## src/verilog/mem_stage_pkg.sv

```systemverilog
/*
 * memory stage shared types
 * opcode enum, pipeline structs and width constants used by the
 * memory-access stage of the 64-bit pipeline
 */
`default_nettype none

package mem_stage_pkg;

    parameter int xlen = 64;            // data and address width

    // stage opcodes, decoded upstream
    typedef enum logic [3:0] {
        op_none,
        op_alu,                         // rd <- alu result
        op_link,                        // rd <- pc+4
        op_csr,                         // rd <- old csr value in src2
        op_nowb,                        // branches, no write
        op_lb, op_lh, op_lw, op_ld,
        op_lbu, op_lhu, op_lwu,
        op_sb, op_sh, op_sw, op_sd
    } mem_op_t;

    // item from execute
    typedef struct packed {
        logic            valid;
        logic [xlen-1:0] pc;
        mem_op_t         op;
        logic [4:0]      rd;
        logic [4:0]      rs2;           // store data source reg
        logic [xlen-1:0] alu_out;       // address for ld/st
        logic [xlen-1:0] src2;          // store data or csr value
    } ex_mem_t;

    // bypass from writeback
    typedef struct packed {
        logic            wen;
        logic [4:0]      rd;
        logic [xlen-1:0] data;
    } wb_fwd_t;

    // item to writeback
    typedef struct packed {
        logic            valid;
        logic [xlen-1:0] pc;
        logic [4:0]      rd;
        logic            wen;
        logic [xlen-1:0] wdata;
    } mem_wb_t;

    // request to data memory
    typedef struct packed {
        logic            req;
        logic            we;
        logic [xlen-1:0] addr;
        logic [xlen-1:0] wdata;         // already on its byte lanes
        logic [7:0]      wmask;         // one bit per byte
    } dmem_req_t;

    function automatic logic is_load(mem_op_t op);
        return op inside {op_lb, op_lh, op_lw, op_ld, op_lbu, op_lhu, op_lwu};
    endfunction

    function automatic logic is_store(mem_op_t op);
        return op inside {op_sb, op_sh, op_sw, op_sd};
    endfunction

endpackage

`default_nettype wire

```

## src/verilog/store_align.sv

```systemverilog
/*
 * store path
 * store data bypass from writeback, lane placement and byte mask,
 * builds the request for the data memory
 */
`timescale 1ns/1ps
`default_nettype none

module store_align
    import mem_stage_pkg::*;
(
    input  ex_mem_t   cur,
    input  wb_fwd_t   wb_fwd,
    output dmem_req_t req
);

    logic            st;                // valid store
    logic            ld;                // valid load
    logic            fwd_hit;
    logic [xlen-1:0] sdata;             // store data after bypass
    logic [2:0]      a;                 // low address bits

    assign st = cur.valid && is_store(cur.op);
    assign ld = cur.valid && is_load(cur.op);
    assign a  = cur.alu_out[2:0];

    // writeback is about to write the reg this store reads, x0 never bypassed
    assign fwd_hit = st && wb_fwd.wen && (wb_fwd.rd == cur.rs2) && (cur.rs2 != 5'd0);
    assign sdata   = fwd_hit ? wb_fwd.data : cur.src2;

    always_comb begin
        req       = '0;
        req.req   = st || ld;
        req.we    = st;
        req.addr  = cur.alu_out;
        if (st) begin
            case (cur.op)
                op_sb: begin
                    req.wdata = {56'd0, sdata[7:0]} << {a, 3'b000};
                    req.wmask = 8'h01 << a;
                end
                op_sh: begin
                    req.wdata = {48'd0, sdata[15:0]} << {a[2:1], 4'b0000};
                    req.wmask = 8'h03 << {a[2:1], 1'b0};
                end
                op_sw: begin
                    req.wdata = {32'd0, sdata[31:0]} << {a[2], 5'b00000};
                    req.wmask = 8'h0f << {a[2], 2'b00};
                end
                default: begin          // op_sd, whole word
                    req.wdata = sdata;
                    req.wmask = 8'hff;
                end
            endcase
        end
    end

    // misaligned stores are not handled by the lane logic above
    always_comb begin
        if (st) begin
            a_store_aligned: assert ((cur.op == op_sb) ||
                                     (cur.op == op_sh && a[0] == 1'b0) ||
                                     (cur.op == op_sw && a[1:0] == 2'b00) ||
                                     (cur.op == op_sd && a == 3'b000))
                else $error("store_align: misaligned store at %h", cur.alu_out);
        end
    end

endmodule

`default_nettype wire

```

## config.mk

```make
export PLATFORM = sky130hd
export DESIGN_NAME = store_align
export DESIGN_NICKNAME = d
export VERILOG_FILES = /design/src/verilog/mem_stage_pkg.sv /design/src/verilog/store_align.sv
export SDC_FILE = /design/constraint.sdc
export NUM_CORES = 1
export LEC_CHECK = 0
export ABC_AREA = 1
export BUFFER_PORTS_ARGS = -buffer_cell sky130_fd_sc_hd__buf_2
export CORE_AREA = 2 2 163 165
export DETAILED_ROUTE_END_ITERATION = 6
export DIE_AREA = 0 0 165 167
export PLACE_DENSITY_LB_ADDON = 0.12
export SYNTH_ARGS = -nofsm -noshare
export SYNTH_HDL_FRONTEND = slang
export SYNTH_SLANG_ARGS = --single-unit
```

## constraint.sdc

```tcl
create_clock -name vclk -period 1.7
set_clock_uncertainty 0.2 [all_clocks]
set_input_delay 0.085 -clock vclk [all_inputs]
set_output_delay 0.085 -clock vclk [all_outputs]
set_load 0.01 [all_outputs]
```

After elaboration in Yosys (flattened, before gate mapping)
Index checks and enable logic that the tools add are counted.

Equality and inequality tests: 12. Shift-type cells: 6. Multiplexer cells: 3. Reductions and logical operators: 9.

Operator list (count): case mux 72 bit (3 select lines) (1); 2-to-1 mux 72 bit (1); 2-to-1 mux 64 bit (1); left shift 16 x 6 -> 64 bit (1); left shift 32 x 6 -> 64 bit (1); left shift 8 x 6 -> 64 bit (1); == test 4 bit, second input constant (8); == test 4 x 3 -> 1 bit, second input constant (3); left shift 1 x 3 -> 8 bit, first input constant (1); left shift 2 x 3 -> 8 bit, first input constant (1); left shift 4 x 3 -> 8 bit, first input constant (1); nonzero test 7 bit (1); == test 5 bit (1); logical AND 1 bit (5); nonzero test 5 bit (1); nonzero test 4 bit (1); logical OR 1 bit (1).

Register bits: 0. Bits of input ports: 277. Word-level logic and storage cells: 30.

Depth between registers and ports, before layout
Depth after elaboration: 10. Gate-level depth with buffers: 12.

Least setup slack after synthesis
OpenSTA, ideal clock, no wires.

Kind: in2out. Start: input port wb_fwd[66] (netlist name). End: output port req[64] (netlist name). Data arrival time: 1.337 ns. Data required time: 1.415 ns. Path slack: 0.078 ns. Stages on the path: 9. Buffers on the path: 2. Cell sequence: xor2_1 nor2_1 buf_2 buf_2 nand4_1 nand3_1 nand2_1 nor2_1 nor2_1.

RTL lines: start, declared (line store_align.sv:13) `input wb_fwd_t wb_fwd,`; end, declared (line store_align.sv:14) `output dmem_req_t req`.

==> flow_summary_export.csv <==
group,metric,value,unit
detailed_routing,wl_per_cell,18.53,µm
status,violations,"setup timing",
critical_path,worstSetupPathType,"primary input to primary output",
critical_path,worst-path-max-fanout,6,
sta,worstMarginPinSlew,0.2996,ns
place,gp_congestion,0.8138,
finish,drive_above_1_share,0.5451,
synthesis,syn_area_per_cell,4.956,µm²
detailed_routing,antenna_left,0,
place,dp_hpwl,18680,µm
sta,relSlewSlack,0.8003,
detailed_routing,wl,25110,µm
finish,seq_cell_count,0,
flow_run,cap_violations,0,
critical_path,crit_family,"simple AND/OR/NAND/NOR gates",
die,core_area,0.02576,mm²
sta,rsz0062_at_grt,"yes",
global_routing,grt_pass1_wl,34950,µm
finish,stdcell_count,1355,
detailed_routing,firstDrtPassIters,4,
die,start_util,0.1373,
global_routing,antenna_found_initial,0,
critical_path,critPathMostFrequentCell,"nand3_1",
power_and_ir_drop,p_leak,4.082,nW
synthesis,synth_area,0.003538,mm²
critical_path,crit_slowest_cell,"buf_4",
detailed_routing,first_iter_violations,222,
hold_path,worst_hold_path_type,"primary input to primary output",
finish,n_fill_cell,2904,
power_and_ir_drop,power.density,178.8,mW/mm²
finish,nClkBuffers,0,
detailed_routing,vias,5913,
synthesis,yosysSeqAreaShare,0,
die,row_count,59,
place,pre_cts_ws,-0.5047,ns
global_routing,grt_usage,0.1683,
critical_path,cp.required,1.41,ns
die,fp.dieH,167,µm
global_routing,grt_max_degree,28,
synthesis,synth_top_area_frac,0.2207,
synthesis,yosys_warnings,0,
finish,num_antenna_cells,0,
synthesis,synth_top_cell_by_area,"nand3_1",
sta,max_freq,507.3,MHz
power_and_ir_drop,peakVddDrop,0.08769,mV
detailed_routing,viasPerCell,4.364,
die,die_x,165,µm
die,ioPinCount,415,
sta,final_max_slew_viol_count,0,
critical_path,max_stage_delay,0.19,ns
sta,fin_crit_sh,1.160,
critical_path,crit_buf_inv,6,
sta,hold_viol,0,
finish,seq_area,0,µm²
synthesis,synthesis.nets,991,
sta,setup_violations,68,
place,dp_cells,1255,
critical_path,critical_path_arrival,1.69,ns
critical_path,cp-end-kind,"primary output",
synthesis,netlist_instances,714,
synthesis,yosys-top-cells-area,"nand3_1 22%, nand2_1 16%, buf_4 15%, inv_1 14%, nand4_1 8.5%",
place,port_buffers,224,
status,status,"finished, violations left",
critical_path,path_cells,"buf_8 -> nand2_8 -> nor2_8 -> nand3_4 -> nor2_4 -> buf_6 -> buf_12 -> nand4_1 -> buf_4 -> nand3_1 -> nand3_1 -> nand2_1 -> inv_1 -> buf_2",
finish,area_delta_synth_final,118.4,%
critical_path,crit_path_start_kind,"primary input",
sta,setup_slack,-0.2712,ns
finish,nets,1299,
synthesis,ys_types,27,
die,dieArea,0.02756,mm²
global_routing,grt_pass1_vias,5684,
sta,min_period,1.971,ns
global_routing,grt_remaining_overflow,0,
detailed_routing,drc_errors,0,
-- cells in the mapped netlist, types with 2 or more instances --
cell type,instances
a21oi_1,29
buf_1,2
buf_2,12
buf_4,70
buf_6,2
clkbuf_1,15
clkinv_1,2
inv_1,130
nand2_1,154
nand2_2,7
nand3_1,156
nand3_2,2
nand4_1,48
nand4_2,8
nor2_1,45
nor3_1,3
o21ai_0,9
o21ai_1,2
o21ai_2,2
o21bai_1,8
xor2_1,2
-- placed cells by master, fill, tap and decap left out, types with 12 or more instances in the layout --
cell type      Yosys  final
a21oi_2            0     22
buf_12             0     18
buf_2             12    201
buf_4             70     59
buf_6              2     52
dlygate4sd3_1      0     61
inv_1            130    121
nand2_1          154     96
nand2_2            7     41
nand2_4            0     16
nand3_1          156     88
nand3_2            2     61
nand4_1           48     48
nor2_1            45     27
nor2_4             1     12
-- final timing paths --
path | from | to | cells after the start
setup / recovery | cur[141] | req[34] | 14
hold / removal | cur[64] | req[72] | 2
-- final cells by class --
cell class | instances | area (µm²) | area share
Inverter | 133 | 505.5 | 0.06541
Multi-Input combinational cell | 480 | 3432 | 0.4441
Tap cell | 335 | 419.2 | 0.05424
Timing Repair Buffer | 407 | 3371 | 0.4362
-- report_power, final --
part	leakage (nW)	switching (mW)	total [mW]	internal, mW
Combinational	4.08	0.743	1.38	0.638
Sequential	0	0	0	0
Clock	0	0	0	0
Total	4.08	0.743	1.38	0.638
-- metrics by stage --
step / setup TNS, ns / cell area, µm² / power [mW] / hold slack [ns] / util
after floorplan: 0 / 3538 / 0.5655 / 0.06177 / -
after global placement: -20.52 / 5152 / 0.9054 / -0.02993 / 0.2000
after detailed placement: -21.49 / 5152 / 0.8975 / -0.02993 / 0.2000
after CTS: -15.90 / 6873 / 1.254 / 0.2511 / 0.2668
after global routing: -19.59 / 7727 / 1.498 / 0.2686 / 0.2999
final: -12.95 / 7727 / 1.381 / 0.2622 / 0.2999
-- cell families (layout without fill, tap and decap cells) --
kind of cell           Yosys count  in the layout  synth area share
XOR/XNOR                         3              3          0.007427
buffers and inverters          234            540            0.3310
AND/OR/NAND/NOR                426            426            0.5810
AO/OA/AOI/OAI                   51             51           0.08062
-- layer usage --
| layer | vias to the layer above | part of all wire | GRT usage |
|---|---|---|---|
| met4 | 0 | 0.012 | 0.01664 |
| met5 | - | 0 | 0 |
| met3 | 16 | 0.065 | 0.01719 |
| met2 | 257 | 0.50 | 0.3013 |
| li1 | 2871 | - | - |
| met1 | 2769 | 0.42 | 0.2233 |
-- timing repair --
item	4_1_cts	5_1_grt
pin swaps	47	44
endpoints found under the hold margin	61	0
gates resized for setup	175	176
buffers inserted	17	13
endpoints found under the setup margin	72	72
gates cloned	8	5
hold buffers	61	0
No activity file was read; power rests on OpenSTA's default activity.
