File: config.mk
export PLATFORM = sky130hd
export DESIGN_NAME = load_extend
export DESIGN_NICKNAME = d
export VERILOG_FILES = /design/src/verilog/mem_stage_pkg.sv /design/src/verilog/load_extend.sv
export SDC_FILE = /design/constraint.sdc
export NUM_CORES = 1
export LEC_CHECK = 0
export BUFFER_PORTS_ARGS = -buffer_cell sky130_fd_sc_hd__buf_2
export CAP_MARGIN = 10
export CORE_MARGIN = 4
export CORE_UTILIZATION = 35
export DETAILED_ROUTE_END_ITERATION = 6
export PLACE_DENSITY_LB_ADDON = 0.08
export SYNTH_ARGS = -nofsm -noshare
export SYNTH_HDL_FRONTEND = slang
export SYNTH_SLANG_ARGS = --single-unit
File: constraint.sdc
create_clock -name vclk -period 2.1
set_input_delay 0.21 -clock vclk [all_inputs]
set_output_delay 0.21 -clock vclk [all_outputs]
set_load 0.005 [all_outputs]
File: src/verilog/mem_stage_pkg.sv
/*
 * memory stage shared types
 * opcode enum, pipeline structs and width constants used by the
 * memory-access stage of the 64-bit pipeline
 */
`default_nettype none

package mem_stage_pkg;

    parameter int xlen = 64;            // data and address width

    // stage opcodes, decoded upstream
    typedef enum logic [3:0] {
        op_none,
        op_alu,                         // rd <- alu result
        op_link,                        // rd <- pc+4
        op_csr,                         // rd <- old csr value in src2
        op_nowb,                        // branches, no write
        op_lb, op_lh, op_lw, op_ld,
        op_lbu, op_lhu, op_lwu,
        op_sb, op_sh, op_sw, op_sd
    } mem_op_t;

    // item from execute
    typedef struct packed {
        logic            valid;
        logic [xlen-1:0] pc;
        mem_op_t         op;
        logic [4:0]      rd;
        logic [4:0]      rs2;           // store data source reg
        logic [xlen-1:0] alu_out;       // address for ld/st
        logic [xlen-1:0] src2;          // store data or csr value
    } ex_mem_t;

    // bypass from writeback
    typedef struct packed {
        logic            wen;
        logic [4:0]      rd;
        logic [xlen-1:0] data;
    } wb_fwd_t;

    // item to writeback
    typedef struct packed {
        logic            valid;
        logic [xlen-1:0] pc;
        logic [4:0]      rd;
        logic            wen;
        logic [xlen-1:0] wdata;
    } mem_wb_t;

    // request to data memory
    typedef struct packed {
        logic            req;
        logic            we;
        logic [xlen-1:0] addr;
        logic [xlen-1:0] wdata;         // already on its byte lanes
        logic [7:0]      wmask;         // one bit per byte
    } dmem_req_t;

    function automatic logic is_load(mem_op_t op);
        return op inside {op_lb, op_lh, op_lw, op_ld, op_lbu, op_lhu, op_lwu};
    endfunction

    function automatic logic is_store(mem_op_t op);
        return op inside {op_sb, op_sh, op_sw, op_sd};
    endfunction

endpackage

`default_nettype wire

File: src/verilog/load_extend.sv
/*
 * load path
 * picks the byte, halfword or word lane from the memory word and
 * sign or zero extends it
 */
`timescale 1ns/1ps
`default_nettype none

module load_extend
    import mem_stage_pkg::*;
(
    input  mem_op_t         op,
    input  wire [2:0]       addr_low,
    input  wire [xlen-1:0]  raw,
    output logic [xlen-1:0] value
);

    logic [7:0]  b;
    logic [15:0] h;
    logic [31:0] w;

    // lane extraction
    assign b = raw[8*addr_low +: 8];
    assign h = raw[16*addr_low[2:1] +: 16];
    assign w = raw[32*addr_low[2] +: 32];

    always_comb begin
        case (op)
            op_lb:   value = {{56{b[7]}}, b};
            op_lh:   value = {{48{h[15]}}, h};
            op_lw:   value = {{32{w[31]}}, w};
            op_lbu:  value = {56'd0, b};
            op_lhu:  value = {48'd0, h};
            op_lwu:  value = {32'd0, w};
            op_ld:   value = raw;                   // full word as is
            default: value = '0;                    // not a load
        endcase
    end

    // halfword and word lanes ignore the low bits, misaligned would read wrong data
    always_comb begin
        if (op == op_lh || op == op_lhu) begin
            a_load_aligned_h: assert (addr_low[0] == 1'b0)
                else $error("load_extend: misaligned halfword load");
        end
        if (op == op_lw || op == op_lwu) begin
            a_load_aligned_w: assert (addr_low[1:0] == 2'b00)
                else $error("load_extend: misaligned word load");
        end
        if (op == op_ld) begin
            a_load_aligned_d: assert (addr_low == 3'b000)
                else $error("load_extend: misaligned doubleword load");
        end
    end

endmodule

`default_nettype wire

======== Yosys cells after proc, flatten, opt, wreduce, memory -nomap -nowiden ========
Index checks and enable logic that the tools add are counted.
cells by class
  equal/unequal tests ..................... 7
  shift-type cells ........................ 3
  muxes and demuxes ....................... 1
operator list
  cell                number
  $pmux 64 s7         1
  $shiftx 64x7->16    1
  $shiftx 64x7->32    1
  $shiftx 64x7->8     1
  $eq 4x4->1 const B  4
  $eq 4x3->1 const B  3
storage, ports and cells
  register bits ........................... 0
  bits of input ports ..................... 71
  output and inout port bits .............. 64
  logic and storage cells ................. 11

======== Logic depth before layout (Yosys ltp) ========
  depth in word-level cells ............... 2
  gate-level depth with buffers ........... 6
  depth with buffers taken out ............ 4

======== Worst setup path before layout ========
No wires, ideal clock.
  path type ............................... input-to-output
  from .................................... input port addr_low[1]
  to ...................................... output port value[4]
  arrival time ............................ 1.572 ns
  slack ................................... 0.318 ns
  cell stages on the path ................. 4
  cells stage by stage .................... buf_2 > mux4_2 > mux2_2 > a221o_1
on the way
  longest elaborated chain between the ends .. 2
  elaborated cells between the ends (all ways) .. 3
  those cells by class .................... shift: 2; mux: 1
RTL lines
  item                                                 line                                  RTL
  from (decl)                                          load_extend.sv:13                     input wire [2:0] addr_low,
  $shiftx 64x7->16 or $shiftx 64x7->8 (tied branches)  load_extend.sv:24, load_extend.sv:23
  $pmux 64 s7 *                                        load_extend.sv:28                     case (op)
  to (decl)                                            load_extend.sv:15                     output logic [xlen-1:0] value
Mark *: on every way between the ends. The rest lies on a longest branch, timed or not.

======== Worst setup path in the final report ========
  from .................................... input port addr_low[2]
  to ...................................... output port value[3]
on the way
  longest elaborated chain between the ends .. 2
  elaborated cells between the ends (all ways) .. 4
  those cells by class .................... shift: 3; mux: 1
RTL lines
  item                                            line               RTL
  $shiftx 64x7->32, or another cell as far along  load_extend.sv:25  assign w = raw[32*addr_low[2] +: 32];
  $pmux 64 s7 *                                   load_extend.sv:28
Marks and branches as above.

==> metrics list <==
- The number of max-slew violations in the final report was 0.
- Final GP Congestion: 0.918
- Initial cell density of the core: 36.6%
* Cell count after synthesis: 213
* Number of nets in the layout: 425
* Number of sequential cells: 0
* Pre-CTS setup slack: 0.0749 ns
- In this run, the number of DRC markers left after iteration 0 of detailed routing was 142.
* I/O Buffers: 135
- Worst hold margin: 0.712 ns
* Via count of the first global-routing pass: 2,325
- Measured against its own limit, the worst slew margin works out to 71.1%.
* Final Cycle Share: 96.5%
- Minimum period implied by the final worst setup slack: 2.03 ns
- Finished Cell Area: 2490 µm²
- Sum of routed wire length over all layers: 7140 µm
* Most common cell after layout, fill and taps aside: sky130_fd_sc_hd__buf_2
- The region available for standard cell placement spans 4410 µm².
- CTS-repair resized insts: 0
- The die is 76.0 µm wide.
- Measured slew at the worst slew-check pin: 0.432 ns
* CTS Hold Buffers Added: 0
- In this run the worst setup path terminates at value[3].
- Worst vdd ir: 81.5 µV
- Sequential cell area fraction in the yosys report: 0%
- After floorplanning, the core was divided into 24 placement rows.
- Global routing usage on met1: 30.2%
- Remaining number of nets flagged by the antenna check after routing: 0
- DIE AREA: 5770 µm²
- The number of antenna violations at the first check in global routing came to 0.
- The worst setup path is captured at an output port.
- After detailed routing, the number of vias per cell comes to 5.82.
- Net count after synthesis: 284
- Routing usage on met2: 40.8%
- Achievable frequency: 493 MHz
- Ys Warns: 0
* Total half-perimeter wirelength after legalization and detailed placement: 5710 µm
- For this run, global-route usage on met3 was measured as 2.96%.
* Kind of start point of the critical path: input pin
- Utilization of the core after routing: 56.5%
* Commonest cells after routing, fill and taps aside: sky130_fd_sc_hd__buf_2 (135), sky130_fd_sc_hd__nand2_1 (82), sky130_fd_sc_hd__buf_4 (18), sky130_fd_sc_hd__mux4_2 (17), sky130_fd_sc_hd__mux2i_1 (15)
- For this run the aggregate overflow at the end of global routing stands at 0.
- Routing layer with the top usage in global route: met2
* Filler Cell Count: 457
- Global-route wire length before repair: 11,600 µm
- Tracing the worst setup path back leads to its startpoint at addr_low[2].
- The synthesized netlist occupies a cell area of 1620 µm².
- Die height: 76.0 µm
- For this run, design rule violations remaining after detail routing come to 0.
- Power Dens Cells: 225 nW/µm²
- Relative to the synthesized area, the layout overhead comes to 54.3%.
- Entering global routing, the biggest net connects 23 pins.
- Cell area reported after detailed placement: 2470 µm²
- Crit Path Max Fanout: 11
- Final-layout clock buffer total: 0
- The synthesized netlist contains 34 unique library cells.
- The repair_antennas step left the layout with diodes totalling 0.
- Number of iterations in the first detailed-routing pass: 4
- Summing all flip-flop and latch instances after layout gives 0 µm².
- The flow ran to the end, and the final reports show no timing, DRC or antenna violations.
- GRT Total Usage: 23.2%
- STA puts the critical path data required time at 1.89 ns.
- Worst-case setup margin in the final layout: 0.0729 ns
- Avg Inst Size Synth: 7.59 µm²
- Setup repair after global routing missed its margin: yes
- For this design the static power due to leakage is 1.42 nW.
- Fraction of layout cells with a size suffix above 1: 56.0%
* Total via count after detailed routing: 2,352
- For the final routed database, the setup TNS stands at 0 ns.
- Final Hold Violating Endpoints: 0
- Pin placement for this block handled 135 I/O pins.
- Max-capacitance violation count: 0
- Category of the most critical setup path: input pin to output port
* Kind of path behind the tightest hold check: input pin to output port
- Data arrives at the worst endpoint at 1.82 ns.
* Routed WL per cell: 17.7 µm
- Setup violations remaining at the end of the flow were counted as 0.
## kinds of logic after synthesis
logic type                share of synthesized area [%]
and+or+nand+nor                                    27.1
AOI/OAI and AO/OA                                  28.3
muxes                                              37.2
buffers and inverters                              6.35
xor gates and xnor gates                           1.08
## timing repair
| action | CTS | global route |
|---|---|---|
| setup buffers | 0 | 1 |
| endpoints found under the setup margin | 0 | 16 |
| hold endpoints to repair | 0 | 0 |
## per-layer routing
| metal | vias to the layer above | routed length, µm |
|---|---|---|
| met1 | 1132 | 3000 |
| met2 | 104 | 3600 |
| met4 | 0 | 66 |
| li1 | 1110 | - |
| met3 | 6 | 469 |
| met5 | - | 0 |
## through the flow
step,total power [mW],instances
global placement,0.553,403
CTS,0.559,403
global route,0.611,404
floorplan,0.283,213
detailed placement,0.556,403
finish,0.563,404
## synthesized netlist by cell type (2+ instances only)
cell type	number	share of area, %
sky130_fd_sc_hd__a221o_1	12	7.4
sky130_fd_sc_hd__a221o_2	10	7.0
sky130_fd_sc_hd__a22o_1	6	3.3
sky130_fd_sc_hd__buf_2	10	3.1
sky130_fd_sc_hd__buf_6	2	1.4
sky130_fd_sc_hd__clkbuf_1	5	1.2
sky130_fd_sc_hd__mux2_2	6	4.2
sky130_fd_sc_hd__mux2i_1	15	9.3
sky130_fd_sc_hd__mux4_2	17	24
sky130_fd_sc_hd__nand2_1	82	19
sky130_fd_sc_hd__nand2b_1	5	1.9
sky130_fd_sc_hd__nand3_1	3	0.93
sky130_fd_sc_hd__nor2_1	6	1.4
sky130_fd_sc_hd__nor2b_1	3	1.2
sky130_fd_sc_hd__nor3_1	2	0.62
sky130_fd_sc_hd__o2111ai_1	7	3.8
sky130_fd_sc_hd__o21ai_0	2	0.62
sky130_fd_sc_hd__o32ai_1	3	1.6
sky130_fd_sc_hd__or2_2	2	0.77
## report_power, final
part           switching, mW  total, mW  internal [mW]
combinational          0.266      0.563          0.297
clock                      0          0              0
sequential                 0          0              0
total                  0.266      0.563          0.297
## critical path, cell delays in order
cell	delay (ns)
sky130_fd_sc_hd__buf_2	0.19
sky130_fd_sc_hd__buf_12	0.17
sky130_fd_sc_hd__mux4_2	0.51
sky130_fd_sc_hd__mux2_2	0.27
sky130_fd_sc_hd__a221o_1	0.33
sky130_fd_sc_hd__buf_2	0.13
## layout make-up
type	count	area (µm²)	area share, %
multi-input cells	194	1540	61.5
inverters	1	3.75	0.150
repair buffers	157	891	35.7
well taps	52	65.1	2.61
## worst min-delay path by stage
stage / from / cells past startpoint / slack (ns) / to
2_1_floorplan: raw[32] / 2 / 0.51 / value[32]
3_3_place_gp: raw[42] / 4 / 0.71 / value[42]
3_5_place_dp: raw[46] / 4 / 0.71 / value[46]
4_1_cts: raw[46] / 4 / 0.71 / value[46]
5_1_grt: raw[41] / 4 / 0.74 / value[41]
6_report: raw[34] / 4 / 0.71 / value[34]
(Power assumes the default switching activity.)
