$ cat src/verilog/mem_stage_pkg.sv
/*
 * memory stage shared types
 * opcode enum, pipeline structs and width constants used by the
 * memory-access stage of the 64-bit pipeline
 */
`default_nettype none

package mem_stage_pkg;

    parameter int xlen = 64;            // data and address width

    // stage opcodes, decoded upstream
    typedef enum logic [3:0] {
        op_none,
        op_alu,                         // rd <- alu result
        op_link,                        // rd <- pc+4
        op_csr,                         // rd <- old csr value in src2
        op_nowb,                        // branches, no write
        op_lb, op_lh, op_lw, op_ld,
        op_lbu, op_lhu, op_lwu,
        op_sb, op_sh, op_sw, op_sd
    } mem_op_t;

    // item from execute
    typedef struct packed {
        logic            valid;
        logic [xlen-1:0] pc;
        mem_op_t         op;
        logic [4:0]      rd;
        logic [4:0]      rs2;           // store data source reg
        logic [xlen-1:0] alu_out;       // address for ld/st
        logic [xlen-1:0] src2;          // store data or csr value
    } ex_mem_t;

    // bypass from writeback
    typedef struct packed {
        logic            wen;
        logic [4:0]      rd;
        logic [xlen-1:0] data;
    } wb_fwd_t;

    // item to writeback
    typedef struct packed {
        logic            valid;
        logic [xlen-1:0] pc;
        logic [4:0]      rd;
        logic            wen;
        logic [xlen-1:0] wdata;
    } mem_wb_t;

    // request to data memory
    typedef struct packed {
        logic            req;
        logic            we;
        logic [xlen-1:0] addr;
        logic [xlen-1:0] wdata;         // already on its byte lanes
        logic [7:0]      wmask;         // one bit per byte
    } dmem_req_t;

    function automatic logic is_load(mem_op_t op);
        return op inside {op_lb, op_lh, op_lw, op_ld, op_lbu, op_lhu, op_lwu};
    endfunction

    function automatic logic is_store(mem_op_t op);
        return op inside {op_sb, op_sh, op_sw, op_sd};
    endfunction

endpackage

`default_nettype wire

$ cat src/verilog/mem_stage_reg.sv
/*
 * execute to memory pipeline register
 * captures the execute item when load is high, holds it otherwise
 */
`timescale 1ns/1ps
`default_nettype none

module mem_stage_reg
    import mem_stage_pkg::*;
(
    input  wire     clk,
    input  wire     rst,
    input  wire     load,               // ex_ready from the top
    input  ex_mem_t d,
    output ex_mem_t q
);

    always_ff @(posedge clk) begin
        if (rst) begin
            q <= '0;                    // invalid, op_none
        end else if (load) begin
            q <= d;
        end
        // else hold while stalled
    end

    // ************************************************************************
    // checks
    // ************************************************************************

    // no item survives a reset
    a_reset_clears: assert property (@(posedge clk) rst |=> !q.valid)
        else $error("mem_stage_reg: q.valid set after reset");

endmodule

`default_nettype wire

$ cat config.mk
export PLATFORM = sky130hd
export DESIGN_NAME = mem_stage_reg
export DESIGN_NICKNAME = d
export VERILOG_FILES = /design/src/verilog/mem_stage_pkg.sv /design/src/verilog/mem_stage_reg.sv
export SDC_FILE = /design/constraint.sdc
export NUM_CORES = 1
export LEC_CHECK = 0
export BUFFER_PORTS_ARGS = -buffer_cell sky130_fd_sc_hd__buf_2
export CAP_MARGIN = 25
export CORE_AREA = 3 3 161 163
export CTS_CLUSTER_SIZE = 8
export DETAILED_ROUTE_END_ITERATION = 16
export DIE_AREA = 0 0 164 166
export PLACE_DENSITY_LB_ADDON = 0.15
export RECOVER_POWER = 25
export SLEW_MARGIN = 40
export SYNTH_ARGS = -nofsm -noshare
export SYNTH_HDL_FRONTEND = slang
export SYNTH_SLANG_ARGS = --single-unit
$ cat constraint.sdc
create_clock -name clk -period 1.7 [get_ports clk]
set_input_delay 0.34 -clock clk [delete_from_list [all_inputs] [get_ports clk]]
set_output_delay 0.34 -clock clk [all_outputs]
set_load 0.05 [all_outputs]
* Word level (Yosys, flattened, before mapping)
Index checks and enable logic that the tools add are counted.
Word-level totals: word-level logic and storage cells 7, register bits 207, output and inout bits 207, bits of input ports 210

* Longest topological paths before layout
Gate-level depths: netlist of run 1.
depth after elaboration 0, depth in mapped cells 5, mapped depth without buffers 2

* Worst setup path after synthesis of run 1
No wires, ideal clock.
path type input to register, from input load, to register q[110] (netlist name), library setup time 0.128 ns, required time 1.572 ns, slack 0.555 ns, data arrival time 1.018 ns, stages 5, cells stage by stage buf_4 buf_6 buf_6 mux2i_1 nor2_1
RTL lines:
- start: declaration | line mem_stage_reg.sv:13 | input wire load,
- end signal: assignment | line mem_stage_reg.sv:20 | q <= '0;
- end signal: assignment | line mem_stage_reg.sv:22 | q <= d;
- end: declaration | line mem_stage_reg.sv:15 | output ex_mem_t q

* Final worst setup path of run 1
from register q[77] (netlist name), to output q[77] (netlist name)
No word-level cell between the ends.

==> metrics.csv, run 1 <==
metric,value,unit
Setup TNS,0,ps
routed vias,5991,
maximum ir drop on the vdd rail,605,uV
Worst R2R Setup Slack,1050,ps
WHS,54.5,ps
global-route wire length before repair,33200,um
unique cell type count in the Yosys netlist,8,
category of the most critical setup path,reg2out,
Hold Path Stages,3,
deepest level of the CTS H-tree,1,
RSZ-0062 raised after global routing,false,
"Setup Fix Bufs, Post-CTS",0,
Clock Sink Count,207,
estimated wirelength of the detail-placed design,15900,um
initial antenna violation count,1,
top cell family by delay on the critical path,flip-flops,
hold crit path type,in2reg,
"Data required, critical path",1360,ps
max reg flops,207,
Achievable Freq,664,MHz
Maximum Capacitance Violations,0,
cell area after synthesis,0.00731,mm^2
I/O Buffers,416,
clock buffer count from CTS,29,
launching point of the worst reg2reg path,q[77],
Layout fillers,2497,
final max-slew violation count,0,
Final WS setup,194,ps
clk slew on worst S/H paths,50,ps
Worst path slowest cell,dfxtp_1,
number of buffers and inverters on the critical path,1,
mux contribution to synthesized area,28.3,%
Leakage Power,5.64,nW
Routed WL,21500,um
antenna violation net count after detailed routing,0,
area of the die,0.0272,mm^2
post-synthesis compound-gate area fraction,0,%
cells resized by post-CTS repair,0,
number of nets in the synthesized netlist,877,
number of failing setup endpoints in the final timing report,0,
worst-case headroom to the max-slew limit,25.4,%
maximum count of clock buffers along a single path,3,
dominant combinational cell family by area after synthesis,multiplexers,
area share of and/or/nand/nor cells after synthesis,10.6,%
signed area change from the synthesized netlist to the final layout,42.3,%
remaining routing DRC violations,0,
depth of the worst register-to-register path,2,
last weighted congestion value of the routability-driven placer,0.775,
total global-route track usage,15.0,%
largest registers ranked by flip-flop count,q: 207 flops,
vias in the first global route,6093,
adder-cell share of the synthesized area,0,%
maximum number of pins on one net before global-route repair,55,
"commonest non-fill, non-tap cell in the layout",buf_2,
core box area,0.0245,mm^2
hold worst-path end,q[124],
number of cells produced by synthesis,667,
dpl ws,273,ps
power consumption,0.0124,W
"commonest non-fill, non-tap cells in the layout","415 x buf_2, 207 x mux2i_1, 207 x nor2_1, 207 x dfxtp_1, 29 x clkbuf_16",
worst flop-to-flop path endpoint,q[77],
Hold Crit Start,d[124],
slew at the pin with the worst max-slew slack,1120,ps
result of the run,"finished, final reports clean",
Tcrit/Tclk final,88.6,%
number of storage elements in the synthesis netlist,207,
capturing element type of the critical path,output pin,
maximum fanout along the worst path,2,
Clock Latency Late Sink,510,ps
number of detailed-route iterations in the first pass,4,
drt wl/cell,15.2,um
Pwr per Cell Area,1190,mW/mm^2
die height,166,um
worst stage delay on the critical path,350,ps
starting density of the core,29.9,%
number of endpoints with negative hold slack in the final report,0,
ratio of cells with drive above 1 in the final layout,42.4,%
Layout Nets,1294,
number of rows created at floorplan,57,
Ports,417,
global-route congestion overflow total,0,
violation count after the first detailed-routing iteration,274,
Clock Root Buffer,clkbuf_16,
Yosys warning count,0,
register area share after synthesis,56.7,%
Synth Area in XOR/XNOR,0,%
final period demand of the worst path,1510,ps
series of cell instances along the critical path,buf_2,
# hold bufs at CTS,0,
CTS tree,built,
Reg with most FFs,q,
final setup skew,0,ps
Die X,164,um
data arrival at the endpoint of the critical path,1170,ps
Startpoint Class,flip-flop,
Avg Vias per Cell,4.25,
post-synthesis average cell area,11.0,um^2
logic make-up (layout without fill, tap and decap cells):
| kind of cell | count (synthesis) | count (layout) |
|---|---|---|
| other cells | 0 | 1 |
| simple gates | 207 | 207 |
| mux | 207 | 207 |
| flops | 207 | 207 |
| buf+inv | 46 | 463 |
cells in the mapped netlist:
library cell | n | share of area (%)
buf_1 | 6 | 0.31
buf_2 | 3 | 0.21
buf_4 | 8 | 0.82
buf_6 | 15 | 2.3
clkbuf_1 | 14 | 0.72
dfxtp_1 | 207 | 57
mux2i_1 | 207 | 28
nor2_1 | 207 | 11
metrics by stage:
step           util [%]  instance area (um^2)  std cells
2_1_floorplan         -                  7310        667
3_3_place_gp       39.9                  9750       1377
3_5_place_dp       39.9                  9750       1377
4_1_cts            42.9                 10500       1408
5_1_grt            42.5                 10400       1409
6_report           42.5                 10400       1409
area by class of cell:
type                    instances  area (um^2)  area share, %
diodes                          1         2.50         0.0240
clock buffers                  30          729           7.01
clock inverters                 1         8.76         0.0842
multi-input cells             414         2850           27.4
flip-flops and latches        207         4140           39.8
well taps                     324          405           3.90
repair buffers                432         2270           21.8
per-layer routing:
metal  global-route usage (%)  part of all wire (%)  wire, um
met2                     26.6                    50     10700
met4                     5.19                   2.9       631
met3                     5.01                   9.2      1980
met5                        0                     0         0
met1                     16.8                    38      8100
worst max path at each step:
stage / from / to / slack (ps) / cells after the start
4_1_cts: q[70] / q[70] / 150 / 1
5_1_grt: q[172] / q[172] / 120 / 1
3_5_place_dp: load / q[156] / 270 / 4
2_1_floorplan: load / q[110] / 550 / 5
3_3_place_gp: load / q[159] / 290 / 4
6_report: q[77] / q[77] / 190 / 1
power by group:
part | switching [W] | internal (W)
combinational | 0.00158 | 0.000681
sequential | 0.000134 | 0.00516
clock | 0.00191 | 0.00297
Note: power is estimated with default switching activity, not from simulation.
==> run 2: changes to the inputs <==
- BUFFER_PORTS_ARGS: -buffer_cell sky130_fd_sc_hd__buf_2 -> unset
- DONT_BUFFER_PORTS: unset -> 1
- GPL_TIMING_DRIVEN: unset -> 0
- SLEW_MARGIN: 40 -> 30
==> metrics.csv, run 2 <==
metric,value,unit
# placed instances,991,
cells resized by post-CTS repair,0,
deepest level of the CTS H-tree,1,
number of cells produced by synthesis,667,
Ports,417,
fraction of post-synthesis cell area in the top cell type by area,56.7,%
register area share after synthesis,56.7,%
Clock Root Buffer,clkbuf_16,
estimated wirelength of the detail-placed design,15800,um
post-synthesis average cell area,11.0,um^2
number of rows created at floorplan,57,
result of the run,aborted with a tool error,
leading area contributor after synthesis,dfxtp_1,
last weighted congestion value of the routability-driven placer,0.755,
"Setup Fix Bufs, Post-CTS",0,
maximum count of clock buffers along a single path,3,
Clock Sink Count,207,
most numerous cell types in the synthesized netlist,"207 x dfxtp_1, 207 x mux2i_1, 207 x nor2_1",
# hold bufs at CTS,205,
cell area after synthesis,0.00731,mm^2
I/O Buffers,0,
share of flip-flops with an asynchronous set or reset,0,%
number of nets in the synthesized netlist,877,
number of storage elements in the synthesis netlist,207,
die height,166,um
starting density of the core,29.9,%
number of synthesized flops with an enable pin,0,
top post-synthesis cells by area,"dfxtp_1 57%, mux2i_1 28%, nor2_1 11%, buf_6 2.3%, buf_4 0.82%",
Error,[ERROR RSZ-0060] Max buffer count reached.,
Die X,164,um
Yosys warning count,0,
unique cell type count in the Yosys netlist,8,
dpl ws,63.7,ps
Stop stage,4_1_cts,
clock buffer count from CTS,29,
ys flop type,dfxtp_1,
## run 2: cell counts after synthesis
No cell type changed its count.
## run 2: logic make-up after synthesis
kind of cell | after synthesis | share of synthesized area, %
buffers and inverters | 46 | 4.36
multiplexers | 207 | 28.3
flip-flops | 207 | 56.7
AND/OR/NAND/NOR | 207 | 10.6
## run 2: metrics by stage
stage                     instance area (um^2)  hold slack (ps)
after floorplan                           7310              487
after global placement                    7720              490
after detailed placement                  7720              496
==> run 3: changes to the inputs <==
- CORE_AREA: 3 3 161 163 -> unset
- CORE_MARGIN: unset -> 3
- CORE_UTILIZATION: unset -> 25
- CTS_CLUSTER_SIZE: 8 -> unset
- DIE_AREA: 0 0 164 166 -> unset
==> metrics.csv, run 3 (same netlist as run 1, synthesis figures left out) <==
metric,value,unit
result of the run,"finished, final reports clean",
Setup TNS,0,ps
starting density of the core,25.8,%
Leakage Power,4.64,nW
Routed WL,22400,um
sequential fraction of design power,53.0,%
core box area,0.0283,mm^2
Die X,177,um
worst-case headroom to the max-slew limit,57.6,%
Startpoint Class,flip-flop,
CTS tree,built,
remaining routing DRC violations,0,
highest routing layer actually used,met4,
clock buffer count from CTS,23,
global-route congestion overflow total,0,
Avg Vias per Cell,4.34,
met3 WL,1840,um
final max-slew violation count,0,
Clock Sink Count,207,
Maximum Capacitance Violations,0,
signed area change from the synthesized netlist to the final layout,43.2,%
capturing element type of the critical path,output pin,
maximum ir drop on the vdd rail,626,uV
Clock Root Buffer,clkbuf_16,
vias in the first global route,6080,
maximum fanout along the worst path,2,
Switching Power,0.00355,W
die height,177,um
Ports,417,
net switching share of the total power,29.4,%
Layout Nets,1101,
deepest level of the CTS H-tree,1,
last weighted congestion value of the routability-driven placer,0.778,
violation count after the first detailed-routing iteration,104,
category of the most critical setup path,reg2out,
area of placed instances,0.00778,mm^2
maximum number of pins on one net before global-route repair,13,
Hold Crit Start,d[161],
final period demand of the worst path,1550,ps
DRT met1 WL,7450,um
Achievable Freq,644,MHz
antenna violation net count after detailed routing,0,
slew at the pin with the worst max-slew slack,635,ps
Pwr per Cell Area,1150,mW/mm^2
cells resized by post-CTS repair,0,
logic gate share of total power,9.3,%
"Setup Fix Bufs, Post-CTS",0,
hold crit path type,in2reg,
total global-route track usage,13.2,%
area of the die,0.0313,mm^2
clk slew on worst S/H paths,50,ps
"commonest non-fill, non-tap cells in the layout","207 x mux2i_1, 207 x nor2_1, 207 x dfxtp_1, 199 x dlygate4sd3_1, 23 x clkbuf_16",
number of failing setup endpoints in the final timing report,0,
final setup skew,0,ps
maximum count of clock buffers along a single path,3,
drt wl/cell,17.5,um
data arrival at the endpoint of the critical path,1210,ps
worst setup path start,q[59],
initial antenna violation count,1,
largest registers ranked by flip-flop count,q: 207 flops,
ratio of cells with drive above 1 in the final layout,6.22,%
Clock Latency Late Sink,490,ps
number of endpoints with negative hold slack in the final report,0,
launching point of the worst reg2reg path,q[59],
estimated wirelength of the detail-placed design,16200,um
routed length on met2,12500,um
I/O Buffers,0,
clock share of power,37.8,%
number of rows created at floorplan,61,
power consumption,0.0121,W
global-route wire length before repair,33200,um
RSZ-0062 raised after global routing,false,
Tcrit/Tclk final,91.3,%
routed vias,5551,
"Data required, critical path",1360,ps
fin area,0.0105,mm^2
number of detailed-route iterations in the first pass,4,
internal power,0.00853,W
max reg flops,207,
Reg with most FFs,q,
run 3: layout make-up:
type                            count  area (um^2)
Tap cell                          378          473
Timing Repair Buffer              199         1990
Antenna cell                        1         2.50
Sequential cell                   207         4140
Buffer                             46          317
Multi-Input combinational cell    414         2850
Fill cell                        2782        17800
Clock buffer                       33          683
Clock inverter                      2         10.0
run 3: timing repair:
item	in CTS	in global routing
setup endpoints to repair	0	0
hold buffers	199	0
endpoints found under the hold margin	199	0
run 3: path summary, 6_finish.rpt:
path                            slack (ps)  cells after the start      to
worst max register to register         650                      2   q[59]
worst min register to register         770                      2   q[79]
worst min-delay path                    30                      2  q[161]
worst max-delay path                   150                      0   q[59]
run 3: through the flow:
stage / utilization [%] / instances / hold slack (ps) / setup slack [ps]
2_1_floorplan: - / 667 / 487 / 555
3_3_place_gp: 27.5 / 1045 / 489 / 128
5_1_grt: 37.0 / 1280 / 10.4 / 85.1
3_5_place_dp: 27.5 / 1045 / 497 / 101
6_report: 37.0 / 1280 / 26.0 / 148
4_1_cts: 37.0 / 1279 / 1.51 / 67.9
run 3: layer usage:
layer,vias to the layer above,global-route usage [%]
met5,-,0
met4,0,4.12
met3,41,4.40
met2,247,26.2
met1,2625,12.7
li1,2638,-
run 3: power groups by stage:
stage	Sequential, W	Combinational, W	Clock, W
floorplan	0.00639	0.000613	0
global placement	0.00651	0.000705	0
detailed placement	0.00650	0.000733	0
CTS	0.00640	0.00112	0.00476
global route	0.00642	0.00124	0.00493
finish	0.00640	0.00112	0.00456
