$ cat config.mk
export PLATFORM = sky130hd
export DESIGN_NAME = writeback_select
export DESIGN_NICKNAME = d
export VERILOG_FILES = /design/src/verilog/mem_stage_pkg.sv /design/src/verilog/writeback_select.sv
export SDC_FILE = /design/constraint.sdc
export NUM_CORES = 1
export LEC_CHECK = 0
export BUFFER_PORTS_ARGS = -buffer_cell sky130_fd_sc_hd__buf_4
export CORE_AREA = 2 2 158 160
export DETAILED_ROUTE_END_ITERATION = 8
export DIE_AREA = 0 0 160 162
export PLACE_DENSITY = 0.48
export SLEW_MARGIN = 10
export SYNTH_ARGS = -nofsm -noshare
export SYNTH_HDL_FRONTEND = slang
export SYNTH_SLANG_ARGS = --single-unit
$ cat constraint.sdc
create_clock -name vclk -period 5.1
set_clock_uncertainty 0.15 [all_clocks]
set_input_delay 0 -clock vclk [all_inputs]
set_output_delay 0 -clock vclk [all_outputs]
set_load 0.02 [all_outputs]
$ cat src/verilog/mem_stage_pkg.sv
/*
 * memory stage shared types
 * opcode enum, pipeline structs and width constants used by the
 * memory-access stage of the 64-bit pipeline
 */
`default_nettype none

package mem_stage_pkg;

    parameter int xlen = 64;            // data and address width

    // stage opcodes, decoded upstream
    typedef enum logic [3:0] {
        op_none,
        op_alu,                         // rd <- alu result
        op_link,                        // rd <- pc+4
        op_csr,                         // rd <- old csr value in src2
        op_nowb,                        // branches, no write
        op_lb, op_lh, op_lw, op_ld,
        op_lbu, op_lhu, op_lwu,
        op_sb, op_sh, op_sw, op_sd
    } mem_op_t;

    // item from execute
    typedef struct packed {
        logic            valid;
        logic [xlen-1:0] pc;
        mem_op_t         op;
        logic [4:0]      rd;
        logic [4:0]      rs2;           // store data source reg
        logic [xlen-1:0] alu_out;       // address for ld/st
        logic [xlen-1:0] src2;          // store data or csr value
    } ex_mem_t;

    // bypass from writeback
    typedef struct packed {
        logic            wen;
        logic [4:0]      rd;
        logic [xlen-1:0] data;
    } wb_fwd_t;

    // item to writeback
    typedef struct packed {
        logic            valid;
        logic [xlen-1:0] pc;
        logic [4:0]      rd;
        logic            wen;
        logic [xlen-1:0] wdata;
    } mem_wb_t;

    // request to data memory
    typedef struct packed {
        logic            req;
        logic            we;
        logic [xlen-1:0] addr;
        logic [xlen-1:0] wdata;         // already on its byte lanes
        logic [7:0]      wmask;         // one bit per byte
    } dmem_req_t;

    function automatic logic is_load(mem_op_t op);
        return op inside {op_lb, op_lh, op_lw, op_ld, op_lbu, op_lhu, op_lwu};
    endfunction

    function automatic logic is_store(mem_op_t op);
        return op inside {op_sb, op_sh, op_sw, op_sd};
    endfunction

endpackage

`default_nettype wire

$ cat src/verilog/writeback_select.sv
/*
 * writeback select
 * picks the register write value and enable for the current item,
 * drives zero while the stage is blocked
 */
`timescale 1ns/1ps
`default_nettype none

module writeback_select
    import mem_stage_pkg::*;
(
    input  ex_mem_t         cur,
    input  wire             blocked,
    input  wire [xlen-1:0]  load_value,
    output mem_wb_t         out
);

    always_comb begin
        out = '0;
        if (cur.valid && !blocked) begin
            out.valid = 1'b1;
            out.pc    = cur.pc;
            out.rd    = cur.rd;             // passed on even without a write
            case (cur.op)
                op_alu: begin
                    out.wen   = 1'b1;
                    out.wdata = cur.alu_out;
                end
                op_link: begin
                    out.wen   = 1'b1;
                    out.wdata = cur.pc + 64'd4;     // return address
                end
                op_csr: begin
                    out.wen   = 1'b1;
                    out.wdata = cur.src2;   // old csr value
                end
                default: begin
                    if (is_load(cur.op)) begin
                        out.wen   = 1'b1;
                        out.wdata = load_value;
                    end
                    // stores, nowb, none leave wen low
                end
            endcase
        end
    end

endmodule

`default_nettype wire

# After elaboration in Yosys (flattened, before gate mapping)
# Cells that the tools add are included.
# W data, S select, Z words.
[op_classes]
add_sub_neg = 1
eq_ne = 10
muxes = 3
reduce_logical = 3
[ops]
columns = ["operator", "count"]
rows = [
  ["$pmux W65 S3", 1],
  ["$mux W135", 1],
  ["$mux W65", 1],
  ["$add A64 B3 Y64 const B", 1],
  ["$eq A4 B4 Y1 const B", 4],
  ["$eq A4 B3 Y1 const B", 3],
  ["$eq A4 B2 Y1 const B", 2],
  ["$reduce_bool A7 Y1", 1],
  ["$eq A4 B1 Y1 const B", 1],
  ["$logic_and A1 B1 Y1", 1],
  ["$logic_not A1 Y1", 1],
]
[word_totals]
reg_bits = 0
inputBits = 272
out_inout_bits = 135
elab_cells = 17

# Depth between registers and ports, before layout
# Gate-level depths: netlist (run 1).
[logic_depth]
depth_word = 5
depth_mapped = 8
ltp_nobuf = 7

# Worst setup path after synthesis (run 1)
# No wires, ideal clock.
[synth_path]
path_kind = "input to output"
startpoint = "in cur[155] (netlist bit)"
endpoint = "out out[55] (netlist bit)"
arrival_ns = 1.704
t_required_ns = 4.950
slack_ns = 3.246
cell_stages = 7
cell_sequence = "and4_1 > and4_1 > buf_2 > nand4_2 > nor4_2 > xnor2_1 > a211oi_1"
[synth_lines]
columns = ["element", "line", "text"]
rows = [
  ["start, declared", "writeback_select.sv:12", "input ex_mem_t cur,"],
  ["end, declared", "writeback_select.sv:15", "output mem_wb_t out"],
]

==> metrics.cfg, run 1 <==
[outcome]
status=finished clean

[pwr]
p_leak_nw=3.28
ir_drop_uv=33.4
powerDensity_nw_per_um2=76.7
power_mw=0.553

[job]
maxCapViolCount=0

[critical_path]
worstPathArrival_ns=2.89
crit_path_start_kind=primary input
cp-end-kind=primary output
critPathKind=primary input to primary output
critPathRequiredTime_ns=4.95
cp_cell_sequence=buf_4 > ha_1 > nand4_1 > nor4_1 > nand4_1 > o31a_1 > o21ai_0 > a21oi_1 > buf_4
cp_max_fo=12
startpoint=cur[144]
endpoint=out[50]
slowest_stage=nand4_1
crit_path_max_incr_delay_ns=0.64

[clocking]
ctsHoldBuffers=0
cts_repair_resize_count=0
cts_setup_buffers=0

[die]
die_area_um2=25900
die_y_um=162
die_w_um=160
io_pins=407
initial_core_util_pct=16.2
row_count=57
core_um2=24100

[sta]
whs_ns=0.156
max_freq_ghz=0.328
finalSetupTns_ns=0
worst_pin_slew_ns=1.11
min_period_ns=3.04
hold_viol=0
rsz0062_at_grt=no
max_slew_margin_pct=26.0
slew_violations=0
finalCritPeriodShare_pct=59.7
finalSetupViolCount=0

[final_layout]
num-clock-buffers=0
final.fill_count=2743
diodes=0
final_area_um2=7210
seq_cells=0
final_nets=1333
regArea_um2=0
drive_gt1_share_pct=41.1
syn_to_final_growth_pct=84.2

[synthesis]
synth_top_area_share_pct=11.2
synth.cell_area_um2=3920
synth.most_common_cell=nand2_1
yosys_warnings=0
synthTopCellsByArea=and2_1 11%, nand2_1 11%, a21oi_1 9.5%
synth_common_cells=116 x nand2_1, 74 x a21oi_1, 74 x o21ai_0
seq_area_frac_synth_pct=0
synthDistinctLibCells=42
synth_fp_nets=980
postSynthAreaPerCell_um2=5.54
syn-instance-count=707
yosys.area.top_type=and2_1

[route]
dr.pass1.iters=5
ant_nets=0
wl_met3_um=1790
wirelength_um=26900
num_vias=6571
drc_errors=0
wl_met2_um=13200
drt-initial-drc-count=407
wl_per_cell_um=19.4
top_layer=met4
vias_per_cell=4.75
met1_length_um=11400

[global_route]
grt_pass1_vias=6379
grt_pass1_wl_um=39300
grt_remaining_overflow=0
antenna_found_initial=0
grt_max_degree=71
grt_usage_pct=19.4

[placed_design]
place_congestion=0.807
hpwl_um=21500
port_buffers=402
place_area_um2=7210

[min_path]
hold_class=primary input to primary output

-- worst min-delay path by stage --
stage / startpoint / to / slack (ns) / cells after the start
final: cur[136] / out[68] / 0.16 / 3
after global routing: cur[136] / out[68] / 0.16 / 3
after CTS: cur[136] / out[68] / 0.16 / 3
after detailed placement: cur[136] / out[68] / 0.16 / 3
after global placement: cur[136] / out[68] / 0.16 / 3
after floorplan: load_value[20] / out[20] / 0.02 / 2
-- layout make-up --
| cell class | count | area (µm²) | area share, % |
|---|---|---|---|
| Timing Repair Buffer | 413 | 3100 | 43.0 |
| Inverter | 11 | 41.3 | 0.573 |
| Multi-Input combinational cell | 634 | 3660 | 50.8 |
| Tap cell | 324 | 405 | 5.62 |
-- metal layers --
metal | vias up | track usage, %
li1 | 3256 | -
met1 | 3012 | 25.2
met2 | 281 | 34.9
met5 | - | 0
met4 | 0 | 3.03
met3 | 22 | 2.71
-- metrics by stage --
step                utilization (%)  setup WS, ns  cells
floorplan                         -          3.25    707
global placement               29.9          1.99   1382
detailed placement             29.9          1.94   1382
CTS                            29.9          1.94   1382
global route                   29.9          1.87   1382
finish                         29.9          2.06   1382
-- layout by cell type, fill, tap and decap left out, drive strengths merged --
| master | Yosys | final |
|---|---|---|
| o211ai | 3 | 3 |
| nor2b | 2 | 2 |
| o21ai | 75 | 75 |
| nand3 | 25 | 25 |
| o31a | 10 | 10 |
| and4 | 4 | 4 |
| a221oi | 6 | 6 |
| nor4 | 24 | 24 |
| xor2 | 11 | 11 |
| o21a | 6 | 6 |
| o22ai | 9 | 9 |
| inv | 10 | 10 |
| o311ai | 1 | 1 |
| o221a | 3 | 3 |
| a31oi | 21 | 21 |
| ha | 1 | 1 |
| nor2 | 52 | 52 |
| buf | 12 | 413 |
| or2 | 4 | 4 |
| nand2 | 116 | 116 |
| clkinv | 1 | 1 |
| a21oi | 74 | 74 |
| or4 | 2 | 2 |
| and3 | 5 | 5 |
| nand2b | 3 | 3 |
| a221o | 1 | 1 |
| a211oi | 19 | 19 |
| nand4 | 26 | 26 |
| mux2i | 12 | 12 |
| and2 | 70 | 70 |
| nor3 | 15 | 15 |
| or3 | 6 | 6 |
| xnor2 | 28 | 28 |
-- kinds of logic (layout without fill, tap and decap cells) --
family,count (synthesis),after routing,synth area share (%)
adder cells (fa/ha/maj),1,1,0.320
buffers and inverters,73,424,7.29
AND/OR/NAND/NOR,354,354,46.5
XOR/XNOR,39,39,8.72
AO/OA/AOI/OAI,228,228,34.1
multiplexers,12,12,3.07
-- worst max-delay path, delay by kind of cell --
kind / cells / cell delay, ns
AO/OA/AOI/OAI: 3 / 0.92
buffers and inverters: 2 / 0.31
AND/OR/NAND/NOR: 3 / 1.40
adder cells (fa/ha/maj): 1 / 0.25
-- where the power goes --
group          internal, mW  switching [mW]  total [mW]
Combinational         0.263           0.291       0.553
Clock                     0               0           0
Sequential                0               0           0
(Power assumes the default switching activity.)
==> inputs of run 2 (changes only) <==
--- a/config.mk
+++ b/config.mk
@@ -5,11 +5,12 @@
 export SDC_FILE = /design/constraint.sdc
 export NUM_CORES = 1
 export LEC_CHECK = 0
+export ABC_AREA = 1
 export BUFFER_PORTS_ARGS = -buffer_cell sky130_fd_sc_hd__buf_4
-export CORE_AREA = 2 2 158 160
+export CORE_AREA = 2 2 157 159
 export DETAILED_ROUTE_END_ITERATION = 8
-export DIE_AREA = 0 0 160 162
-export PLACE_DENSITY = 0.48
+export DIE_AREA = 0 0 159 161
+export PLACE_DENSITY = 0.5
 export SLEW_MARGIN = 10
 export SYNTH_ARGS = -nofsm -noshare
 export SYNTH_HDL_FRONTEND = slang
==> constraint.sdc (replaced) <==
create_clock -name vclk -period 2.9
set_clock_uncertainty 0.15 [all_clocks]
set_input_delay 0 -clock vclk [all_inputs]
set_output_delay 0 -clock vclk [all_outputs]
set_load 0.02 [all_outputs]
==> run 2 against run 1 <==
  * Final area rose by 5.8%
  * Setup slack got worse by 1.2 ns
  * Highest routed layer unchanged
  * Hold slack got worse by 0.018 ns
==> metrics.cfg, run 2 <==
[final_layout]
layout_common_cells=414 x buf_4, 211 x nand2_1, 178 x nor2_1
drive_gt1_share_pct=36.7  ; -4.4 points
syn_to_final_growth_pct=79.2
num-clock-buffers=0  ; unchanged
stdcell_count=1597  ; +16%
final_nets=1546  ; +16%
layout_commonest_cell=buf_4
final_area_um2=7630  ; +5.8%
regArea_um2=0  ; unchanged
finish.utilization_pct=31.8  ; +1.9 points
seq_cells=0  ; unchanged

[synthesis]
synth.cell_area_um2=4260  ; +8.7%
synth_fp_nets=1174  ; +20%
synth_common_cells=211 x nand2_1, 178 x nor2_1, 102 x inv_1
synthDistinctLibCells=31  ; -26%
yosys_warnings=0  ; unchanged
yosys.area.top_type=nand2_1
postSynthAreaPerCell_um2=4.72  ; -15%
synth_top_area_share_pct=18.6  ; +7.4 points
synthTopCellsByArea=nand2_1 19%, nor2_1 16%, a221oi_1 10%
synth.most_common_cell=nand2_1
seq_area_frac_synth_pct=0  ; unchanged
syn-instance-count=901  ; +27%

[clocking]
ctsHoldBuffers=0  ; unchanged
cts_setup_buffers=0  ; unchanged
cts_repair_resize_count=0  ; unchanged

[route]
num_vias=7663  ; +17%
dr.pass1.iters=5  ; unchanged
wirelength_um=32800  ; +22%
vias_per_cell=4.80  ; +0.92%
ant_nets=0  ; unchanged
drc_errors=0  ; unchanged
wl_per_cell_um=20.5  ; +5.5%
drt-initial-drc-count=585  ; +44%

[pwr]
p_leak_nw=3.87  ; +18%
p_clk_share_pct=0  ; unchanged
pwr-share-seq_pct=0  ; unchanged
p_sw_mw=0.496  ; +71%
power_frac_comb_pct=100.0  ; about the same
powerDensity_nw_per_um2=120  ; +57%
internal_power_mw=0.421  ; +60%
ir_drop_uv=49.9  ; +49%
power_mw=0.917  ; +66%
switching_share_pct=54.1  ; +1.6 points

[die]
die_area_um2=25600  ; -1.2%
io_pins=407  ; unchanged
die_y_um=161  ; -0.62%
core_um2=24000  ; -0.59%
initial_core_util_pct=17.8  ; +1.5 points
die_w_um=159  ; -0.63%
row_count=57  ; unchanged

[critical_path]
crit_path_start_kind=primary input
cp-end-kind=primary output
crit_path_max_incr_delay_ns=0.82  ; +0.18 ns
cp_cell_sequence=buf_4 > o21ai_4 > inv_1 > nand2_1 > nor2_1 > a21oi_1 > buf_4
cp_max_fo=34  ; +22
critPathRequiredTime_ns=2.75  ; -2.20 ns
worstPathArrival_ns=1.92  ; -0.97 ns
slowest_stage=o21ai_4
critPathKind=primary input to primary output
cpMostUsedCell=buf_4

[sta]
whs_ns=0.138  ; -0.0182 ns
finalCritPeriodShare_pct=71.2
finalSetupTns_ns=0  ; unchanged
slew_violations=0  ; unchanged
min_period_ns=2.07
hold_viol=0  ; unchanged
max_freq_ghz=0.484
max_slew_margin_pct=29.5  ; +3.5 points
rsz0062_at_grt=no
worst_pin_slew_ns=1.05  ; -0.0545 ns
layout_setup_ws_ns=0.834  ; -1.22 ns
finalSetupViolCount=0  ; unchanged

[outcome]
status=finished clean

[placed_design]
place_congestion=0.921  ; +14%
port_buffers=402  ; unchanged
hpwl_um=28100  ; +31%
pre_cts_ws_ns=0.854  ; -1.09 ns
place_area_um2=7620  ; +5.7%
dp.cells=1595  ; +15%

[job]
maxCapViolCount=0  ; unchanged

[global_route]
grt_max_degree=70  ; -1.4%
grt_usage_pct=24.2  ; +4.8 points
antenna_found_initial=2  ; +2
grt_pass1_wl_um=47500  ; +21%
grt_pass1_vias=7598  ; +19%
grt_remaining_overflow=0  ; unchanged

[min_path]
hold_class=primary input to primary output

run 2: changes by cell type after synthesis, moves of 19 or more:
cell | previous run | this run
a211oi_1 | 19 | 0
a221oi_1 | 6 | 49
and2_1 | 70 | 1
buf_2 | 3 | 22
clkbuf_1 | 50 | 19
inv_1 | 10 | 102
nand2_1 | 116 | 211
nand3_1 | 24 | 68
nand4_1 | 24 | 5
nor2_1 | 52 | 178
nor4_1 | 19 | 0
o21ai_1 | 1 | 22
xnor2_1 | 28 | 0
run 2: path summary, 6_finish.rpt:
kind,to,startpoint,cells after the start,slack [ns]
worst max-delay path,out[8],cur[138],7,0.83
worst min-delay path,out[134],blocked,3,0.14
run 2: logic make-up (layout without fill, tap and decap cells):
family          count (synthesis)  in the layout  synth area share, %
buf+inv                       154            524                 14.6
simple gates                  506            506                 51.4
fa+ha+maj                       1              1                0.294
compound gates                240            240                 33.7
other cells                     0              2                    0
run 2: power by group through the flow:
| stage | combinational (mW) | clock [mW] | sequential [mW] |
|---|---|---|---|
| 2_1_floorplan | 0.358 | 0 | 0 |
| 3_3_place_gp | 0.916 | 0 | 0 |
| 3_5_place_dp | 0.917 | 0 | 0 |
| 4_1_cts | 0.920 | 0 | 0 |
| 5_1_grt | 0.989 | 0 | 0 |
| 6_report | 0.917 | 0.0000000922 | 0 |
run 2: critical path: cells and delay by family:
family	cells	cell delay (ns)
and+or+nand+nor	2	0.21
buffers and inverters	3	0.70
AOI/OAI and AO/OA	2	0.99
run 2: layer usage:
metal / routed length [µm] / vias up / track usage, % / part of all wire, %
met3: 2790 / 36 / 5.06 / 8.5
met2: 16200 / 386 / 43.7 / 49
met5: 0 / - / 0 / 0
li1: - / 3752 / - / -
met4: 1120 / 0 / 7.19 / 3.4
met1: 12700 / 3489 / 28.9 / 39
run 2: final cells by class:
type | count | area [µm²]
Timing Repair Buffer | 416 | 3150
Antenna cell | 2 | 5.00
Multi-Input combinational cell | 747 | 3660
Tap cell | 324 | 405
Inverter | 108 | 405
Fill cell | 2840 | 16300
==> inputs of run 3 (changes only) <==
--- a/config.mk
+++ b/config.mk
@@ -7,10 +7,10 @@
 export LEC_CHECK = 0
 export ABC_AREA = 1
 export BUFFER_PORTS_ARGS = -buffer_cell sky130_fd_sc_hd__buf_4
-export CORE_AREA = 2 2 157 159
+export CORE_AREA = 2 2 156 158
 export DETAILED_ROUTE_END_ITERATION = 8
-export DIE_AREA = 0 0 159 161
-export PLACE_DENSITY = 0.5
+export DIE_AREA = 0 0 158 160
+export PLACE_DENSITY = 0.52
 export SLEW_MARGIN = 10
 export SYNTH_ARGS = -nofsm -noshare
 export SYNTH_HDL_FRONTEND = slang
==> constraint.sdc (replaced) <==
create_clock -name vclk -period 1.88
set_clock_uncertainty 0.15 [all_clocks]
set_input_delay 0 -clock vclk [all_inputs]
set_output_delay 0 -clock vclk [all_outputs]
set_load 0.02 [all_outputs]
==> run 3 against run 2 <==
  * Sequential share of layout area is the same
  * Cell count rose by 1.7%
  * Setup slack worse by 0.74 ns
  * Combinational power grew 58%
  * Non-clock buffer count grew 27
  * Global-route usage decreased by 0.094 points
  * First-iteration DRC count fell by 4.8%
==> metrics.cfg, run 3 (synthesis gave the netlist of run 2 again) <==
[outcome]
status=finished clean

[sta]
max_freq_ghz=0.559
hold_viol=0  ; unchanged
finalCritPeriodShare_pct=95.2
min_period_ns=1.79
max_slew_margin_pct=46.6  ; +17 points
worst_pin_slew_ns=0.801  ; -0.252 ns
finalSetupTns_ns=0  ; unchanged
slew_violations=0  ; unchanged
finalSetupViolCount=0  ; unchanged
rsz0062_at_grt=no
layout_setup_ws_ns=0.0902  ; -0.744 ns

[critical_path]
critPathRequiredTime_ns=1.73  ; -1.02 ns
cp-end-kind=primary output
worstPathArrival_ns=1.64  ; -0.28 ns
critPathKind=primary input to primary output
crit_path_start_kind=primary input
cp_max_fo=5  ; -85%

[pwr]
ir_drop_uv=97.2  ; +95%
p_leak_nw=4.02  ; +3.8%
powerDensity_nw_per_um2=183  ; +53%

[clocking]
ctsHoldBuffers=0  ; unchanged
cts_setup_buffers=0  ; unchanged
cts_repair_resize_count=0  ; unchanged

[global_route]
grtUsageMet3_pct=2.93  ; -2.1 points
grt_use_met1_pct=29.0  ; +0.16 points
grt_usage_pct=24.1  ; -0.094 points
met2_usage_pct=45.4  ; +1.8 points
grt_pass1_vias=7555  ; -0.57%
top_usage_layer=met2
grt_pass1_wl_um=46100  ; -3.0%
antenna_found_initial=1  ; -1
grt_remaining_overflow=0  ; unchanged
grt_max_degree=70  ; unchanged

[final_layout]
final_nets=1574  ; +1.8%
drive_gt1_share_pct=38.7  ; +2.0 points
num-clock-buffers=0  ; unchanged
final_area_um2=7910  ; +3.6%
final.fill_count=2814  ; -0.92%
seq_cells=0  ; unchanged
stdcell_count=1624  ; +1.7%
regArea_um2=0  ; unchanged
multi_input_comb_area_um2=3700  ; +1.1%
syn_to_final_growth_pct=85.8
layout_common_cells=438 x buf_4, 210 x nand2_1, 176 x nor2_1
layout_commonest_cell=buf_4

[die]
die_area_um2=25300  ; -1.2%
die_y_um=160  ; -0.62%
core_um2=23800  ; -0.60%
initial_core_util_pct=17.9  ; +0.11 points
row_count=57  ; unchanged
die_w_um=158  ; -0.63%
io_pins=407  ; unchanged

[placed_design]
port_buffers=402  ; unchanged
place_area_um2=7860  ; +3.2%
pre_cts_ws_ns=0.0435  ; -0.810 ns
hpwl_um=28100  ; about the same
place_congestion=0.944  ; +2.5%
dp.cells=1622  ; +1.7%

[min_path]
hold_class=primary input to primary output

[route]
wirelength_um=32800  ; about the same
wl_per_cell_um=20.2  ; -1.6%
vias_per_cell=4.79  ; -0.26%
num_vias=7772  ; +1.4%
drt-initial-drc-count=557  ; -4.8%
dr.pass1.iters=5  ; unchanged
ant_nets=0  ; unchanged
drc_errors=0  ; unchanged

[job]
maxCapViolCount=0  ; unchanged

## run 3: path summary, 6_finish.rpt
check / from / endpoint / slack (ns) / cells past startpoint
min: blocked / out[134] / 0.12 / 3
max: cur[145] / out[32] / 0.09 / 11
## run 3: layer usage
metal / routed length, µm / vias to the layer above
li1: - / 3806
met1: 13200 / 3527
met2: 16400 / 400
met3: 2450 / 39
met4: 790 / 0
met5: 0 / -
## run 3: final cells by class
class / instances / share of cell area, %
multi-input combinational: 748 / 46.9
timing repair buffer: 443 / 42.9
inverter: 108 / 5.13
tap: 324 / 5.13
antenna: 1 / 0.0317
## run 3: through the flow
stage	total power [mW]	util [%]	hold WS, ns
finish	1.45	33.2	0.119
CTS	1.44	33.0	0.121
global placement	1.44	33.0	0.121
global route	1.55	33.2	0.131
floorplan	0.552	-	-0.0954
detailed placement	1.44	33.0	0.120
## run 3: report_power, final
| group | internal [mW] | leakage, nW | switching (mW) | total, mW |
|---|---|---|---|---|
| Clock | 0.0000000711 | 0.00000634 | 0 | 0.0000000711 |
| Combinational | 0.672 | 4.02 | 0.778 | 1.45 |
| Sequential | 0 | 0 | 0 | 0 |
| Total | 0.672 | 4.02 | 0.778 | 1.45 |
## run 3: critical path: stages
cell and delay [ns]:
buf_4 0.11, ha_2 0.20, nand2_2 0.08, nor2_4 0.14
nand2_2 0.10, nor2_4 0.15, nand2_2 0.15, a21oi_1 0.14
o21ai_1 0.15, a21oi_1 0.23, buf_4 0.18
